[config.mk]
export PLATFORM = sky130hd
export DESIGN_NAME = xbar_top
export DESIGN_NICKNAME = d
export VERILOG_FILES = /design/src/source/xbar_pkg.sv /design/src/source/xbar_addr_decode.sv /design/src/source/xbar_err_resp.sv /design/src/source/xbar_demux.sv /design/src/source/xbar_mux.sv /design/src/source/xbar_top.sv
export SDC_FILE = /design/constraint.sdc
export NUM_CORES = 1
export LEC_CHECK = 0
export ABC_AREA = 1
export BUFFER_PORTS_ARGS = -buffer_cell sky130_fd_sc_hd__buf_2
export CAP_MARGIN = 10
export CORE_AREA = 10 10 137 139
export CTS_CLUSTER_DIAMETER = 100
export DETAILED_ROUTE_END_ITERATION = 16
export DIE_AREA = 0 0 147 149
export MAX_ROUTING_LAYER = met4
export PLACE_DENSITY = 0.66
export SLEW_MARGIN = 20
export SYNTH_ARGS = -nofsm -noshare
export SYNTH_HDL_FRONTEND = slang
export SYNTH_SLANG_ARGS = --single-unit
[constraint.sdc]
create_clock -name clk_i -period 2.34 [get_ports clk_i]
set_input_delay 0.117 -clock clk_i [delete_from_list [all_inputs] [get_ports clk_i]]
set_output_delay 0.117 -clock clk_i [all_outputs]
set_load 0.03 [all_outputs]
[src/source/xbar_pkg.sv]
// Crossbar shared definitions
`default_nettype none

package xbar_pkg;

  // Port counts and widths
  localparam int unsigned NUM_INIT   = 2;
  localparam int unsigned NUM_TGT    = 2;
  localparam int unsigned ADDR_W     = 16;
  localparam int unsigned DATA_W     = 32;
  localparam int unsigned INIT_ID_W  = 2;
  localparam int unsigned INIT_IDX_W = $clog2(NUM_INIT);        // Initiator index in target IDs
  localparam int unsigned TGT_ID_W   = INIT_ID_W + INIT_IDX_W;
  localparam int unsigned TGT_IDX_W  = $clog2(NUM_TGT + 1);     // Targets plus error responder
  localparam int unsigned MAX_TRANS  = 4;                       // Outstanding per initiator

  typedef logic [ADDR_W-1:0]    addr_t;
  typedef logic [DATA_W-1:0]    data_t;
  typedef logic [INIT_ID_W-1:0] init_id_t;
  typedef logic [TGT_ID_W-1:0]  tgt_id_t;
  typedef logic [TGT_IDX_W-1:0] route_t;  // 0 and 1 are targets, 2 is the error responder

  // Fixed address map
  localparam addr_t TGT0_BASE = 16'h0000;
  localparam addr_t TGT0_END  = 16'h0FFF;
  localparam addr_t TGT1_BASE = 16'h1000;
  localparam addr_t TGT1_END  = 16'h1FFF;

  typedef enum logic [1:0] {
    OKAY   = 2'b00,
    DECERR = 2'b11
  } resp_e;

  typedef struct packed {
    addr_t    addr;
    logic     we;
    data_t    wdata;
    init_id_t id;
  } init_req_t;

  typedef struct packed {
    data_t    rdata;
    resp_e    resp;
    init_id_t id;
  } init_rsp_t;

  // Target side carries the extended ID
  typedef struct packed {
    addr_t   addr;
    logic    we;
    data_t   wdata;
    tgt_id_t id;
  } tgt_req_t;

  typedef struct packed {
    data_t   rdata;
    resp_e   resp;
    tgt_id_t id;
  } tgt_rsp_t;

endpackage

`default_nettype wire

[src/source/xbar_addr_decode.sv]
// Crossbar address decoder
`timescale 1ns/1ps
`default_nettype none

module xbar_addr_decode (
  input  xbar_pkg::addr_t  addr_i,
  output xbar_pkg::route_t route_o
);

  import xbar_pkg::*;

  logic hit_tgt0;
  logic hit_tgt1;

  assign hit_tgt0 = (addr_i >= TGT0_BASE) && (addr_i <= TGT0_END);
  assign hit_tgt1 = (addr_i >= TGT1_BASE) && (addr_i <= TGT1_END);

  always_comb begin
    if (hit_tgt0) begin
      route_o = route_t'(0);
    end else if (hit_tgt1) begin
      route_o = route_t'(1);
    end else begin
      route_o = route_t'(NUM_TGT);  // Unmapped, send to error responder
    end
  end

endmodule

`default_nettype wire

[src/source/xbar_err_resp.sv]
// Decode error responder
`timescale 1ns/1ps
`default_nettype none

module xbar_err_resp (
  input  logic                clk_i,
  input  logic                rst_n_i,
  input  xbar_pkg::init_req_t req_i,
  input  logic                req_valid_i,
  output logic                req_ready_o,
  output xbar_pkg::init_rsp_t rsp_o,
  output logic                rsp_valid_o,
  input  logic                rsp_ready_i
);

  import xbar_pkg::*;

  typedef enum logic {
    ERR_IDLE,
    ERR_RESP
  } err_state_e;

  err_state_e state_q;
  init_id_t   id_q;

  assign req_ready_o = (state_q == ERR_IDLE);
  assign rsp_valid_o = (state_q == ERR_RESP);

  // Only the ID comes back, data is always zero
  assign rsp_o = '{rdata: '0, resp: DECERR, id: id_q};

  always_ff @(posedge clk_i or negedge rst_n_i) begin
    if (!rst_n_i) begin
      state_q <= ERR_IDLE;
    end else begin
      case (state_q)
        ERR_IDLE: if (req_valid_i) state_q <= ERR_RESP;
        ERR_RESP: if (rsp_ready_i) state_q <= ERR_IDLE;
        default:  state_q <= ERR_IDLE;
      endcase
    end
  end

  always_ff @(posedge clk_i) begin
    if (req_valid_i && req_ready_o) begin
      id_q <= req_i.id;
    end
  end

endmodule

`default_nettype wire

[src/source/xbar_demux.sv]
// Initiator side request router
`timescale 1ns/1ps
`default_nettype none

module xbar_demux (
  input  logic                                        clk_i,
  input  logic                                        rst_n_i,
  input  xbar_pkg::init_req_t                         init_req_i,
  input  logic                                        init_req_valid_i,
  output logic                                        init_req_ready_o,
  output xbar_pkg::init_rsp_t                         init_rsp_o,
  output logic                                        init_rsp_valid_o,
  input  logic                                        init_rsp_ready_i,
  output xbar_pkg::init_req_t [xbar_pkg::NUM_TGT-1:0] tgt_req_o,
  output logic [xbar_pkg::NUM_TGT-1:0]                tgt_req_valid_o,
  input  logic [xbar_pkg::NUM_TGT-1:0]                tgt_req_ready_i,
  input  xbar_pkg::init_rsp_t [xbar_pkg::NUM_TGT-1:0] tgt_rsp_i,
  input  logic [xbar_pkg::NUM_TGT-1:0]                tgt_rsp_valid_i,
  output logic [xbar_pkg::NUM_TGT-1:0]                tgt_rsp_ready_o
);

  import xbar_pkg::*;

  localparam int unsigned CNT_W     = $clog2(MAX_TRANS + 1);
  localparam route_t      ERR_ROUTE = route_t'(NUM_TGT);

  typedef logic [CNT_W-1:0] cnt_t;

  route_t    dec_route;
  route_t    route_q;       // Route of the requests in flight
  cnt_t      cnt_q;
  logic      busy;
  logic      stall;
  logic      req_fire;
  logic      rsp_fire;
  logic      err_req_valid;
  logic      err_req_ready;
  init_rsp_t err_rsp;
  logic      err_rsp_valid;
  logic      err_rsp_ready;

  xbar_addr_decode xbar_addr_decode_inst (
    .addr_i  (init_req_i.addr),
    .route_o (dec_route)
  );

  xbar_err_resp xbar_err_resp_inst (
    .clk_i       (clk_i),
    .rst_n_i     (rst_n_i),
    .req_i       (init_req_i),
    .req_valid_i (err_req_valid),
    .req_ready_o (err_req_ready),
    .rsp_o       (err_rsp),
    .rsp_valid_o (err_rsp_valid),
    .rsp_ready_i (err_rsp_ready)
  );

  assign busy = (cnt_q != '0);

  // Full, or a switch of route would reorder responses
  assign stall = (cnt_q == cnt_t'(MAX_TRANS)) || (busy && (route_q != dec_route));

  always_comb begin
    init_req_ready_o = 1'b0;
    for (int j = 0; j < NUM_TGT; j++) begin
      tgt_req_o[j]       = init_req_i;
      tgt_req_valid_o[j] = init_req_valid_i && !stall && (dec_route == route_t'(j));
      if (dec_route == route_t'(j)) begin
        init_req_ready_o = tgt_req_ready_i[j] && !stall;
      end
    end
    err_req_valid = init_req_valid_i && !stall && (dec_route == ERR_ROUTE);
    if (dec_route == ERR_ROUTE) begin
      init_req_ready_o = err_req_ready && !stall;
    end
  end

  // Responses only come from the locked route
  always_comb begin
    init_rsp_o       = err_rsp;
    init_rsp_valid_o = busy && err_rsp_valid && (route_q == ERR_ROUTE);
    err_rsp_ready    = busy && init_rsp_ready_i && (route_q == ERR_ROUTE);
    for (int j = 0; j < NUM_TGT; j++) begin
      tgt_rsp_ready_o[j] = busy && init_rsp_ready_i && (route_q == route_t'(j));
      if (route_q == route_t'(j)) begin
        init_rsp_o       = tgt_rsp_i[j];
        init_rsp_valid_o = busy && tgt_rsp_valid_i[j];
      end
    end
  end

  assign req_fire = init_req_valid_i && init_req_ready_o;
  assign rsp_fire = init_rsp_valid_o && init_rsp_ready_i;

  always_ff @(posedge clk_i or negedge rst_n_i) begin
    if (!rst_n_i) begin
      cnt_q   <= '0;
      route_q <= '0;
    end else begin
      if (req_fire) route_q <= dec_route;
      case ({req_fire, rsp_fire})
        2'b10:   cnt_q <= cnt_q + 1'b1;
        2'b01:   cnt_q <= cnt_q - 1'b1;
        default: cnt_q <= cnt_q;  // None or both
      endcase
    end
  end

endmodule

`default_nettype wire

[src/source/xbar_mux.sv]
// Target side arbiter with ID extension
`timescale 1ns/1ps
`default_nettype none

module xbar_mux (
  input  logic                                         clk_i,
  input  logic                                         rst_n_i,
  input  xbar_pkg::init_req_t [xbar_pkg::NUM_INIT-1:0] init_req_i,
  input  logic [xbar_pkg::NUM_INIT-1:0]                init_req_valid_i,
  output logic [xbar_pkg::NUM_INIT-1:0]                init_req_ready_o,
  output xbar_pkg::init_rsp_t [xbar_pkg::NUM_INIT-1:0] init_rsp_o,
  output logic [xbar_pkg::NUM_INIT-1:0]                init_rsp_valid_o,
  input  logic [xbar_pkg::NUM_INIT-1:0]                init_rsp_ready_i,
  output xbar_pkg::tgt_req_t                           tgt_req_o,
  output logic                                         tgt_req_valid_o,
  input  logic                                         tgt_req_ready_i,
  input  xbar_pkg::tgt_rsp_t                           tgt_rsp_i,
  input  logic                                         tgt_rsp_valid_i,
  output logic                                         tgt_rsp_ready_o
);

  import xbar_pkg::*;

  typedef logic [INIT_IDX_W-1:0] init_idx_t;

  init_idx_t rr_q;     // Initiator with the highest priority
  init_idx_t sel_q;
  logic      lock_q;
  init_idx_t sel;
  init_idx_t rsp_dst;
  logic      req_fire;

  // Round robin search starting at the pointer
  always_comb begin : grant
    logic      found;
    init_idx_t cand;
    found = 1'b0;
    sel   = rr_q;
    for (int k = 0; k < NUM_INIT; k++) begin
      cand = rr_q + init_idx_t'(k);
      if (!found && init_req_valid_i[cand]) begin
        sel   = cand;
        found = 1'b1;
      end
    end
    if (lock_q) sel = sel_q;  // Pending request keeps its grant
  end

  assign tgt_req_valid_o = init_req_valid_i[sel];
  assign tgt_req_o = '{
    addr:  init_req_i[sel].addr,
    we:    init_req_i[sel].we,
    wdata: init_req_i[sel].wdata,
    id:    {sel, init_req_i[sel].id}
  };

  always_comb begin
    for (int i = 0; i < NUM_INIT; i++) begin
      init_req_ready_o[i] = tgt_req_ready_i && (sel == init_idx_t'(i));
    end
  end

  assign req_fire = tgt_req_valid_o && tgt_req_ready_i;

  always_ff @(posedge clk_i or negedge rst_n_i) begin
    if (!rst_n_i) begin
      rr_q   <= '0;
      sel_q  <= '0;
      lock_q <= 1'b0;
    end else if (req_fire) begin
      lock_q <= 1'b0;
      rr_q   <= sel + 1'b1;  // Winner drops to lowest priority
    end else if (tgt_req_valid_o) begin
      lock_q <= 1'b1;
      sel_q  <= sel;
    end
  end

  // Top ID bits name the initiator that owns the response
  assign rsp_dst         = tgt_rsp_i.id[TGT_ID_W-1 -: INIT_IDX_W];
  assign tgt_rsp_ready_o = init_rsp_ready_i[rsp_dst];

  always_comb begin
    for (int i = 0; i < NUM_INIT; i++) begin
      init_rsp_o[i] = '{
        rdata: tgt_rsp_i.rdata,
        resp:  tgt_rsp_i.resp,
        id:    tgt_rsp_i.id[INIT_ID_W-1:0]
      };
      init_rsp_valid_o[i] = tgt_rsp_valid_i && (rsp_dst == init_idx_t'(i));
    end
  end

endmodule

`default_nettype wire

[src/source/xbar_top.sv]
// Two by two crossbar
`timescale 1ns/1ps
`default_nettype none

module xbar_top (
  input  logic                                         clk_i,
  input  logic                                         rst_n_i,
  input  xbar_pkg::init_req_t [xbar_pkg::NUM_INIT-1:0] init_req_i,
  input  logic [xbar_pkg::NUM_INIT-1:0]                init_req_valid_i,
  output logic [xbar_pkg::NUM_INIT-1:0]                init_req_ready_o,
  output xbar_pkg::init_rsp_t [xbar_pkg::NUM_INIT-1:0] init_rsp_o,
  output logic [xbar_pkg::NUM_INIT-1:0]                init_rsp_valid_o,
  input  logic [xbar_pkg::NUM_INIT-1:0]                init_rsp_ready_i,
  output xbar_pkg::tgt_req_t [xbar_pkg::NUM_TGT-1:0]   tgt_req_o,
  output logic [xbar_pkg::NUM_TGT-1:0]                 tgt_req_valid_o,
  input  logic [xbar_pkg::NUM_TGT-1:0]                 tgt_req_ready_i,
  input  xbar_pkg::tgt_rsp_t [xbar_pkg::NUM_TGT-1:0]   tgt_rsp_i,
  input  logic [xbar_pkg::NUM_TGT-1:0]                 tgt_rsp_valid_i,
  output logic [xbar_pkg::NUM_TGT-1:0]                 tgt_rsp_ready_o
);

  import xbar_pkg::*;

  // Demux side, indexed [initiator][target]
  init_req_t [NUM_INIT-1:0][NUM_TGT-1:0] dmx_req;
  logic      [NUM_INIT-1:0][NUM_TGT-1:0] dmx_req_valid;
  logic      [NUM_INIT-1:0][NUM_TGT-1:0] dmx_req_ready;
  init_rsp_t [NUM_INIT-1:0][NUM_TGT-1:0] dmx_rsp;
  logic      [NUM_INIT-1:0][NUM_TGT-1:0] dmx_rsp_valid;
  logic      [NUM_INIT-1:0][NUM_TGT-1:0] dmx_rsp_ready;

  // Mux side, indexed [target][initiator]
  init_req_t [NUM_TGT-1:0][NUM_INIT-1:0] mux_req;
  logic      [NUM_TGT-1:0][NUM_INIT-1:0] mux_req_valid;
  logic      [NUM_TGT-1:0][NUM_INIT-1:0] mux_req_ready;
  init_rsp_t [NUM_TGT-1:0][NUM_INIT-1:0] mux_rsp;
  logic      [NUM_TGT-1:0][NUM_INIT-1:0] mux_rsp_valid;
  logic      [NUM_TGT-1:0][NUM_INIT-1:0] mux_rsp_ready;

  for (genvar i = 0; i < NUM_INIT; i++) begin : gen_demux
    xbar_demux xbar_demux_inst (
      .clk_i            (clk_i),
      .rst_n_i          (rst_n_i),
      .init_req_i       (init_req_i[i]),
      .init_req_valid_i (init_req_valid_i[i]),
      .init_req_ready_o (init_req_ready_o[i]),
      .init_rsp_o       (init_rsp_o[i]),
      .init_rsp_valid_o (init_rsp_valid_o[i]),
      .init_rsp_ready_i (init_rsp_ready_i[i]),
      .tgt_req_o        (dmx_req[i]),
      .tgt_req_valid_o  (dmx_req_valid[i]),
      .tgt_req_ready_i  (dmx_req_ready[i]),
      .tgt_rsp_i        (dmx_rsp[i]),
      .tgt_rsp_valid_i  (dmx_rsp_valid[i]),
      .tgt_rsp_ready_o  (dmx_rsp_ready[i])
    );
  end

  // Every initiator reaches every target
  for (genvar i = 0; i < NUM_INIT; i++) begin : gen_cross_init
    for (genvar j = 0; j < NUM_TGT; j++) begin : gen_cross_tgt
      assign mux_req[j][i]       = dmx_req[i][j];
      assign mux_req_valid[j][i] = dmx_req_valid[i][j];
      assign dmx_req_ready[i][j] = mux_req_ready[j][i];
      assign dmx_rsp[i][j]       = mux_rsp[j][i];
      assign dmx_rsp_valid[i][j] = mux_rsp_valid[j][i];
      assign mux_rsp_ready[j][i] = dmx_rsp_ready[i][j];
    end
  end

  for (genvar j = 0; j < NUM_TGT; j++) begin : gen_mux
    xbar_mux xbar_mux_inst (
      .clk_i            (clk_i),
      .rst_n_i          (rst_n_i),
      .init_req_i       (mux_req[j]),
      .init_req_valid_i (mux_req_valid[j]),
      .init_req_ready_o (mux_req_ready[j]),
      .init_rsp_o       (mux_rsp[j]),
      .init_rsp_valid_o (mux_rsp_valid[j]),
      .init_rsp_ready_i (mux_rsp_ready[j]),
      .tgt_req_o        (tgt_req_o[j]),
      .tgt_req_valid_o  (tgt_req_valid_o[j]),
      .tgt_req_ready_i  (tgt_req_ready_i[j]),
      .tgt_rsp_i        (tgt_rsp_i[j]),
      .tgt_rsp_valid_i  (tgt_rsp_valid_i[j]),
      .tgt_rsp_ready_o  (tgt_rsp_ready_o[j])
    );
  end

endmodule

`default_nettype wire

* Yosys cells after proc, flatten, opt, wreduce, memory -nomap -nowiden
Cells that the tools add are included.
** Word-level totals
- Bits in registers :: 22
- Bits of input ports :: 186
- Output and inout bits :: 184
- Word-level logic and storage cells :: 190
** Operators by class
- $add $sub $neg :: 8
- Order comparisons :: 16
- Equal/unequal tests :: 16
- Multiplexer cells :: 56
- Bitwise operators :: 8
- Reduce and logical (&&, ||, !) cells :: 72
** Operators by type and width (number)
- $mux W51 :: 4
- $mux W36 :: 4
- $logic_and A1 B1 Y1 :: 54
- $mux W1 :: 40
- $ge A16 B1 Y1 const B :: 2
- $ge A16 B13 Y1 const B :: 2
- $le A16 B12 Y1 const B :: 2
- $le A16 B13 Y1 const B :: 2
- $lt A1 B2 Y1 const B :: 8
- $eq A2 B1 Y1 const B :: 6
- $eq A2 B2 Y1 const B :: 6
- $pmux W3 S2 :: 2
- $logic_not A2 Y1 :: 4
- $mux W2 :: 4
- $not A1 Y1 :: 8
- $reduce_bool A2 Y1 :: 4
- $add A3 B1 Y3 const B :: 2
- $eq A3 B3 Y1 const B :: 2
- $reduce_bool A3 Y1 :: 2
- $sub A3 B1 Y3 const B :: 2
- $add A1 B1 Y1 const B :: 4
- $logic_not A1 Y1 :: 4
- $ne A2 B2 Y1 :: 2
- $pmux W1 S2 :: 2
- 2 further kinds :: 4

* Logic depth before layout (Yosys ltp)
- Depth in word-level cells :: 26
- Mapped depth :: 22
- Gate-level depth less buffers :: 21

* Modules after synthesis
Synthesis repeated with hierarchy kept, for this count alone.
** Second synthesis, totals
- Cells, all modules :: 1230
- Area total of the unflattened synthesis :: 7219.4 um^2
** Modules (own cells, without submodules)
- xbar_demux :: times used 2, cells each 290, area each 1794.2 um^2, seq. area each 125.1 um^2
- xbar_mux :: times used 2, cells each 273, area each 1407.6 um^2, seq. area each 75.1 um^2
- xbar_err_resp :: times used 2, cells each 45, area each 375.4 um^2, seq. area each 85.1 um^2
- xbar_addr_decode :: times used 2, cells each 7, area each 32.5 um^2, seq. area each 0.0 um^2

* Worst setup path after synthesis
OpenSTA, ideal clock, no wires.
- Path kind :: reg-to-reg
- Start :: reg gen_demux[0].xbar_demux_inst.route_q[1]
- End :: reg gen_demux[1].xbar_demux_inst.cnt_q[2]
- Library setup time :: 124 ps
- Arrival time :: 2448 ps
- Data required time :: 2216 ps
- Setup slack :: -232 ps
- Stages on the path, launching flop included :: 20
- Buffers on the path :: 1
- Clock period less this slack :: 2572 ps
- Path through :: dfrtp_1 clkbuf_1 inv_1 nand2_1 nand3_1 o21ai_2 nand3_1 nand2_1 nand2_1 nand2_2 nand2_4 nand2_1 nand3_1 nand2_1 ha_1 inv_1 fa_1 a21oi_1 o21ai_0 xnor2_1
** Between the ends
- Longest elaborated chain between the ends :: 21
- Elaborated cells between the ends (all ways) :: 37
- Those cells by class :: eq/ne: 3; mux: 18; reduce/logical: 16
** Ends and longest elaborated chain
- start: declaration :: RTL line xbar_demux.sv:30 : route_t route_q;
- start signal: assignment :: RTL line xbar_demux.sv:100 : if (req_fire) route_q <= dec_route;
- $ne A2 B2 Y1 * :: RTL line xbar_demux.sv:61 : assign stall = (cnt_q == cnt_t'(MAX_TRANS)) || (busy && (route_q != dec_route));
- $logic_and A1 B1 Y1 * :: RTL line xbar_demux.sv:61
- $logic_or A1 B1 Y1 * :: RTL line xbar_demux.sv:61
- $logic_not A1 Y1 * :: RTL line xbar_demux.sv:67 : tgt_req_valid_o[j] = init_req_valid_i && !stall && (dec_route == route_t'(j));
- $logic_and A1 B1 Y1 * :: RTL line xbar_demux.sv:67
- $logic_and A1 B1 Y1 :: RTL line xbar_demux.sv:67
- $mux W1 (not written as such) (2 in a row) :: RTL line xbar_mux.sv:41 : if (!found && init_req_valid_i[cand]) begin
- $mux W1 :: RTL line xbar_mux.sv:41
- (+4 left out)
- $logic_and A1 B1 Y1 :: RTL line xbar_mux.sv:59 : init_req_ready_o[i] = tgt_req_ready_i && (sel == init_idx_t'(i));
- $logic_and A1 B1 Y1 :: RTL line xbar_demux.sv:69 : init_req_ready_o = tgt_req_ready_i[j] && !stall;
- $mux W1 :: RTL line xbar_demux.sv:68 : if (dec_route == route_t'(j)) begin
- $mux W1 * :: RTL line xbar_demux.sv:68
- $mux W1 * :: RTL line xbar_demux.sv:73 : if (dec_route == ERR_ROUTE) begin
- $logic_and A1 B1 Y1 * :: RTL line xbar_demux.sv:92 : assign req_fire = init_req_valid_i && init_req_ready_o;
- $eq A2 B1 Y1 or $eq A2 B2 Y1 (tied branches) :: RTL line xbar_demux.sv:101 : case ({req_fire, rsp_fire})
- $pmux W3 S2 or $reduce_bool A2 Y1 (tied branches)
- end signal: assignment :: RTL line xbar_demux.sv:102 : 2'b10: cnt_q <= cnt_q + 1'b1;
- end signal: assignment :: RTL line xbar_demux.sv:103 : 2'b01: cnt_q <= cnt_q - 1'b1;
- end signal: assignment :: RTL line xbar_demux.sv:104 : default: cnt_q <= cnt_q;
- end: declaration :: RTL line xbar_demux.sv:31 : cnt_t cnt_q;
Mark *: on every way between the ends. The rest lies on a longest branch, timed or not. The select of a mux whose other input is x is not followed.
A chain may end at the register's enable or synchronous reset.

==> impl_metrics.json <==
{
  "ant_nets": 0,
  "grt_pass1_wl_mm": 29.3,
  "switchingPower_uw": 6510,
  "drv_slew": 0,
  "status": "complete, but fails checks",
  "rsz0062_at_grt": "true",
  "drive_above_1_share": 0.549,
  "start_kind": "flip-flop",
  "critPathRequiredTime_ns": 2.22,
  "whs_ns": 0.0502,
  "slowest_delay_ns": 0.45,
  "ys_seq_elements": 22,
  "finalCritPeriodShare": 1.06,
  "power_frac_seq": 0.060,
  "synth.net_count": 848,
  "ir_drop_v": 0.000844,
  "worst-path-buf-inv": 5,
  "clockBufferDepth": 2,
  "hp-class": "input pin to flip-flop",
  "max_freq_mhz": 403,
  "io_pins": 370,
  "power.leakage_uw": 0.00428,
  "slew_headroom": 0.704,
  "synth_edf_count": 4,
  "die-area_mm2": 0.0219,
  "cpLargestDelayFamily": "buffers and inverters",
  "synthSimpleGateAreaFrac": 0.260,
  "cts_root_buf": "clkbuf_16",
  "clock_sinks": 22,
  "critPathArrivalTime_ns": 2.37,
  "numPortBuffers": 369,
  "grt_pass1_vias": 5619,
  "mostFrequentLayoutCell": "buf_2",
  "die_h_um": 149,
  "tns_ns": -4.30,
  "synth_compound_area_frac": 0.310,
  "setup_viol_count_final": 67,
  "drv_cap": 0,
  "synth_top_family_by_area": "compound AO/OA/AOI/OAI gates",
  "critical_path_class": "flip-flop to output port",
  "final_core_util": 0.465,
  "synth.cell_area_mm2": 0.00364,
  "core_area_mm2": 0.0162,
  "tightest_slew_ns": 0.444,
  "drt-total-wl_mm": 22.1,
  "p_int_uw": 4750,
  "clkSlewWorstSetupHoldPaths_ns": 0.06,
  "syn_inst": 658,
  "synth_xor_area_frac": 0.00962,
  "wl_per_cell_um": 17.0,
  "start_util": 0.225,
  "grt_overflow": 0,
  "powerDensity_mw_per_mm2": 1500,
  "cp_cell_sequence": "nand3_2 > nand3_2 > o21ai_4 > nand3_2 > nand2_1 > nand2_1 > nand2_2 > nand2_4 > buf_4 > buf_12 > buf_12 > clkbuf_16 > o21ai_1 > buf_4",
  "synthMuxAreaShare": 0,
  "grt_start_max_net_pins": 47,
  "cp_max_fo": 5,
  "skew_ns": 0.00549,
  "violations": "setup timing",
  "yosys.area_share.adder": 0.0179,
  "rows": 47,
  "place_congestion": 0.958,
  "nets": 1271,
  "viasPerCell": 4.64,
  "vias": 6038,
  "cts_htree_levels": 1,
  "dr.pass1.iters": 5,
  "endpoint_kind": "output port",
  "die_w_um": 147,
  "numCtsBuffers": 3,
  "grt.total_usage": 0.164,
  "synthArstFlopShare": 0.818,
  "synth_cell_types": 34,
  "yosys_most_used_dff": "dfrtp_1",
  "p_clk_frac": 0.033,
  "hold_viol_final": 0,
  "cts_tree": "built",
  "worstHoldPathCells": 1,
  "crit_top_cell": "nand3_2",
  "finalWorstSetupSlack_ns": -0.142,
  "slowest_stage": "dfrtp_2",
  "pwr-share-comb": 0.907,
  "drcViolationCount": 0,
  "power_switching_share": 0.578,
  "finalPower_uw": 11300,
  "avgSynthCellArea_um2": 5.54,
  "hpwl_mm": 17.1,
  "drt_iter0_drc": 262,
  "ys_warn_count": 0,
  "antenna_found_initial": 1,
  "period_minus_slack_ns": 2.48,
  "synth-seq-area-share": 0.157,
  "worstRegToRegCells": 13,
  "critical_path_depth": 14,
  "worstSkewPairLatency_ns": 0.26,
  "layout_common_cells": "buf_2, nand2_1, inv_1, buf_4, o22ai_1",
  "syn_to_final_growth_pct": 106
}
## power by group through the flow
stage	Sequential [uW]	Combinational [uW]	Clock [uW]
after floorplan	644	5570	0
after global placement	662	7830	0
after CTS	677	8150	378
after global routing	700	10800	392
after detailed placement	674	7850	0
final	679	10200	370
## through the flow
stage | area (um^2) | worst slack, ns | std cells
global route | 7520 | -0.295 | 1301
global placement | 6020 | -0.0785 | 1261
CTS | 6280 | -0.0797 | 1269
detailed placement | 6020 | -0.164 | 1261
floorplan | 3710 | -0.0852 | 658
finish | 7520 | -0.142 | 1301
## layer usage
layer	share of wire	GRT usage	wire [um]	vias to the layer above
met5	0	-	0	-
met2	0.51	0.294	11200	302
met1	0.38	0.180	8340	2755
li1	-	-	-	2948
met3	0.085	0.0416	1890	33
met4	0.029	0.0382	641	0
## cell families after synthesis
kind of cell,Yosys count
compound gates,194
flops,22
xor+xnor,4
fa+ha+maj,4
buf+inv,208
simple gates,226
## layout make-up
cell class | count | area [um^2]
Fill cell | 1593 | 8650
Clock inverter | 1 | 3.75
Sequential cell | 22 | 572
Inverter | 163 | 643
Multi-Input combinational cell | 428 | 2630
Antenna cell | 1 | 2.50
Tap cell | 220 | 275
Timing Repair Buffer | 462 | 3310
Timing Repair inverter | 1 | 7.51
Clock buffer | 3 | 75.1
## worst paths after layout
check / startpoint / endpoint / slack [ns]
worst max-delay path: gen_demux[0].xbar_demux_inst.route_q[1] / tgt_req_o[74] / -0.14
worst min-delay path: init_req_i[1] / flip-flop / 0.05
worst max register to register: gen_demux[0].xbar_demux_inst.route_q[1] / gen_demux[0].xbar_demux_inst.cnt_q[2] / -0.14
worst min register to register: gen_mux[0].xbar_mux_inst.sel_q / gen_mux[0].xbar_mux_inst.sel_q / 0.50
max in group asynchronous: rst_n_i / gen_demux[0].xbar_demux_inst.route_q[1] / 1.67
min in group asynchronous: rst_n_i / gen_mux[1].xbar_mux_inst.lock_q / 0.34
## registers in the layout, indices dropped and copies added (netlist names)
register and cells:
gen_demux.xbar_demux_inst.cnt_q 6, gen_mux.xbar_mux_inst.lock_q 2, gen_demux.xbar_demux_inst.xbar_err_resp_inst.id_q 4, gen_mux.xbar_mux_inst.rr_q 2, gen_demux.xbar_demux_inst.xbar_err_resp_inst.rsp_valid_o 2, gen_demux.xbar_demux_inst.route_q 4
gen_mux.xbar_mux_inst.sel_q 2
## cell usage after synthesis, types with 3 or more instances
cell type / n / share of area
nor2_1: 22 / 0.023
nand3_1: 17 / 0.023
or2_2: 3 / 0.0052
clkbuf_1: 16 / 0.016
a21oi_1: 6 / 0.0082
inv_2: 6 / 0.0062
nand2_2: 8 / 0.014
nor2_4: 3 / 0.0093
edfxtp_1: 4 / 0.033
o22ai_1: 66 / 0.11
buf_6: 7 / 0.022
xnor2_1: 4 / 0.0096
o21ai_2: 11 / 0.026
o21ai_1: 49 / 0.067
buf_2: 7 / 0.0096
buf_4: 14 / 0.029
nand2_1: 166 / 0.17
o21ai_0: 52 / 0.071
nand4_1: 3 / 0.0052
dfrtp_1: 18 / 0.12
inv_1: 155 / 0.16
## what timing repair did
action	4_1_cts	5_1_grt
setup buffers	3	17
endpoints found under the hold margin	18	0
gates resized for setup	54	301
setup endpoints to repair	103	142
hold buffers	1	0
gates cloned	0	14
pin swaps	12	21
Note: power is estimated with default switching activity, not from simulation.
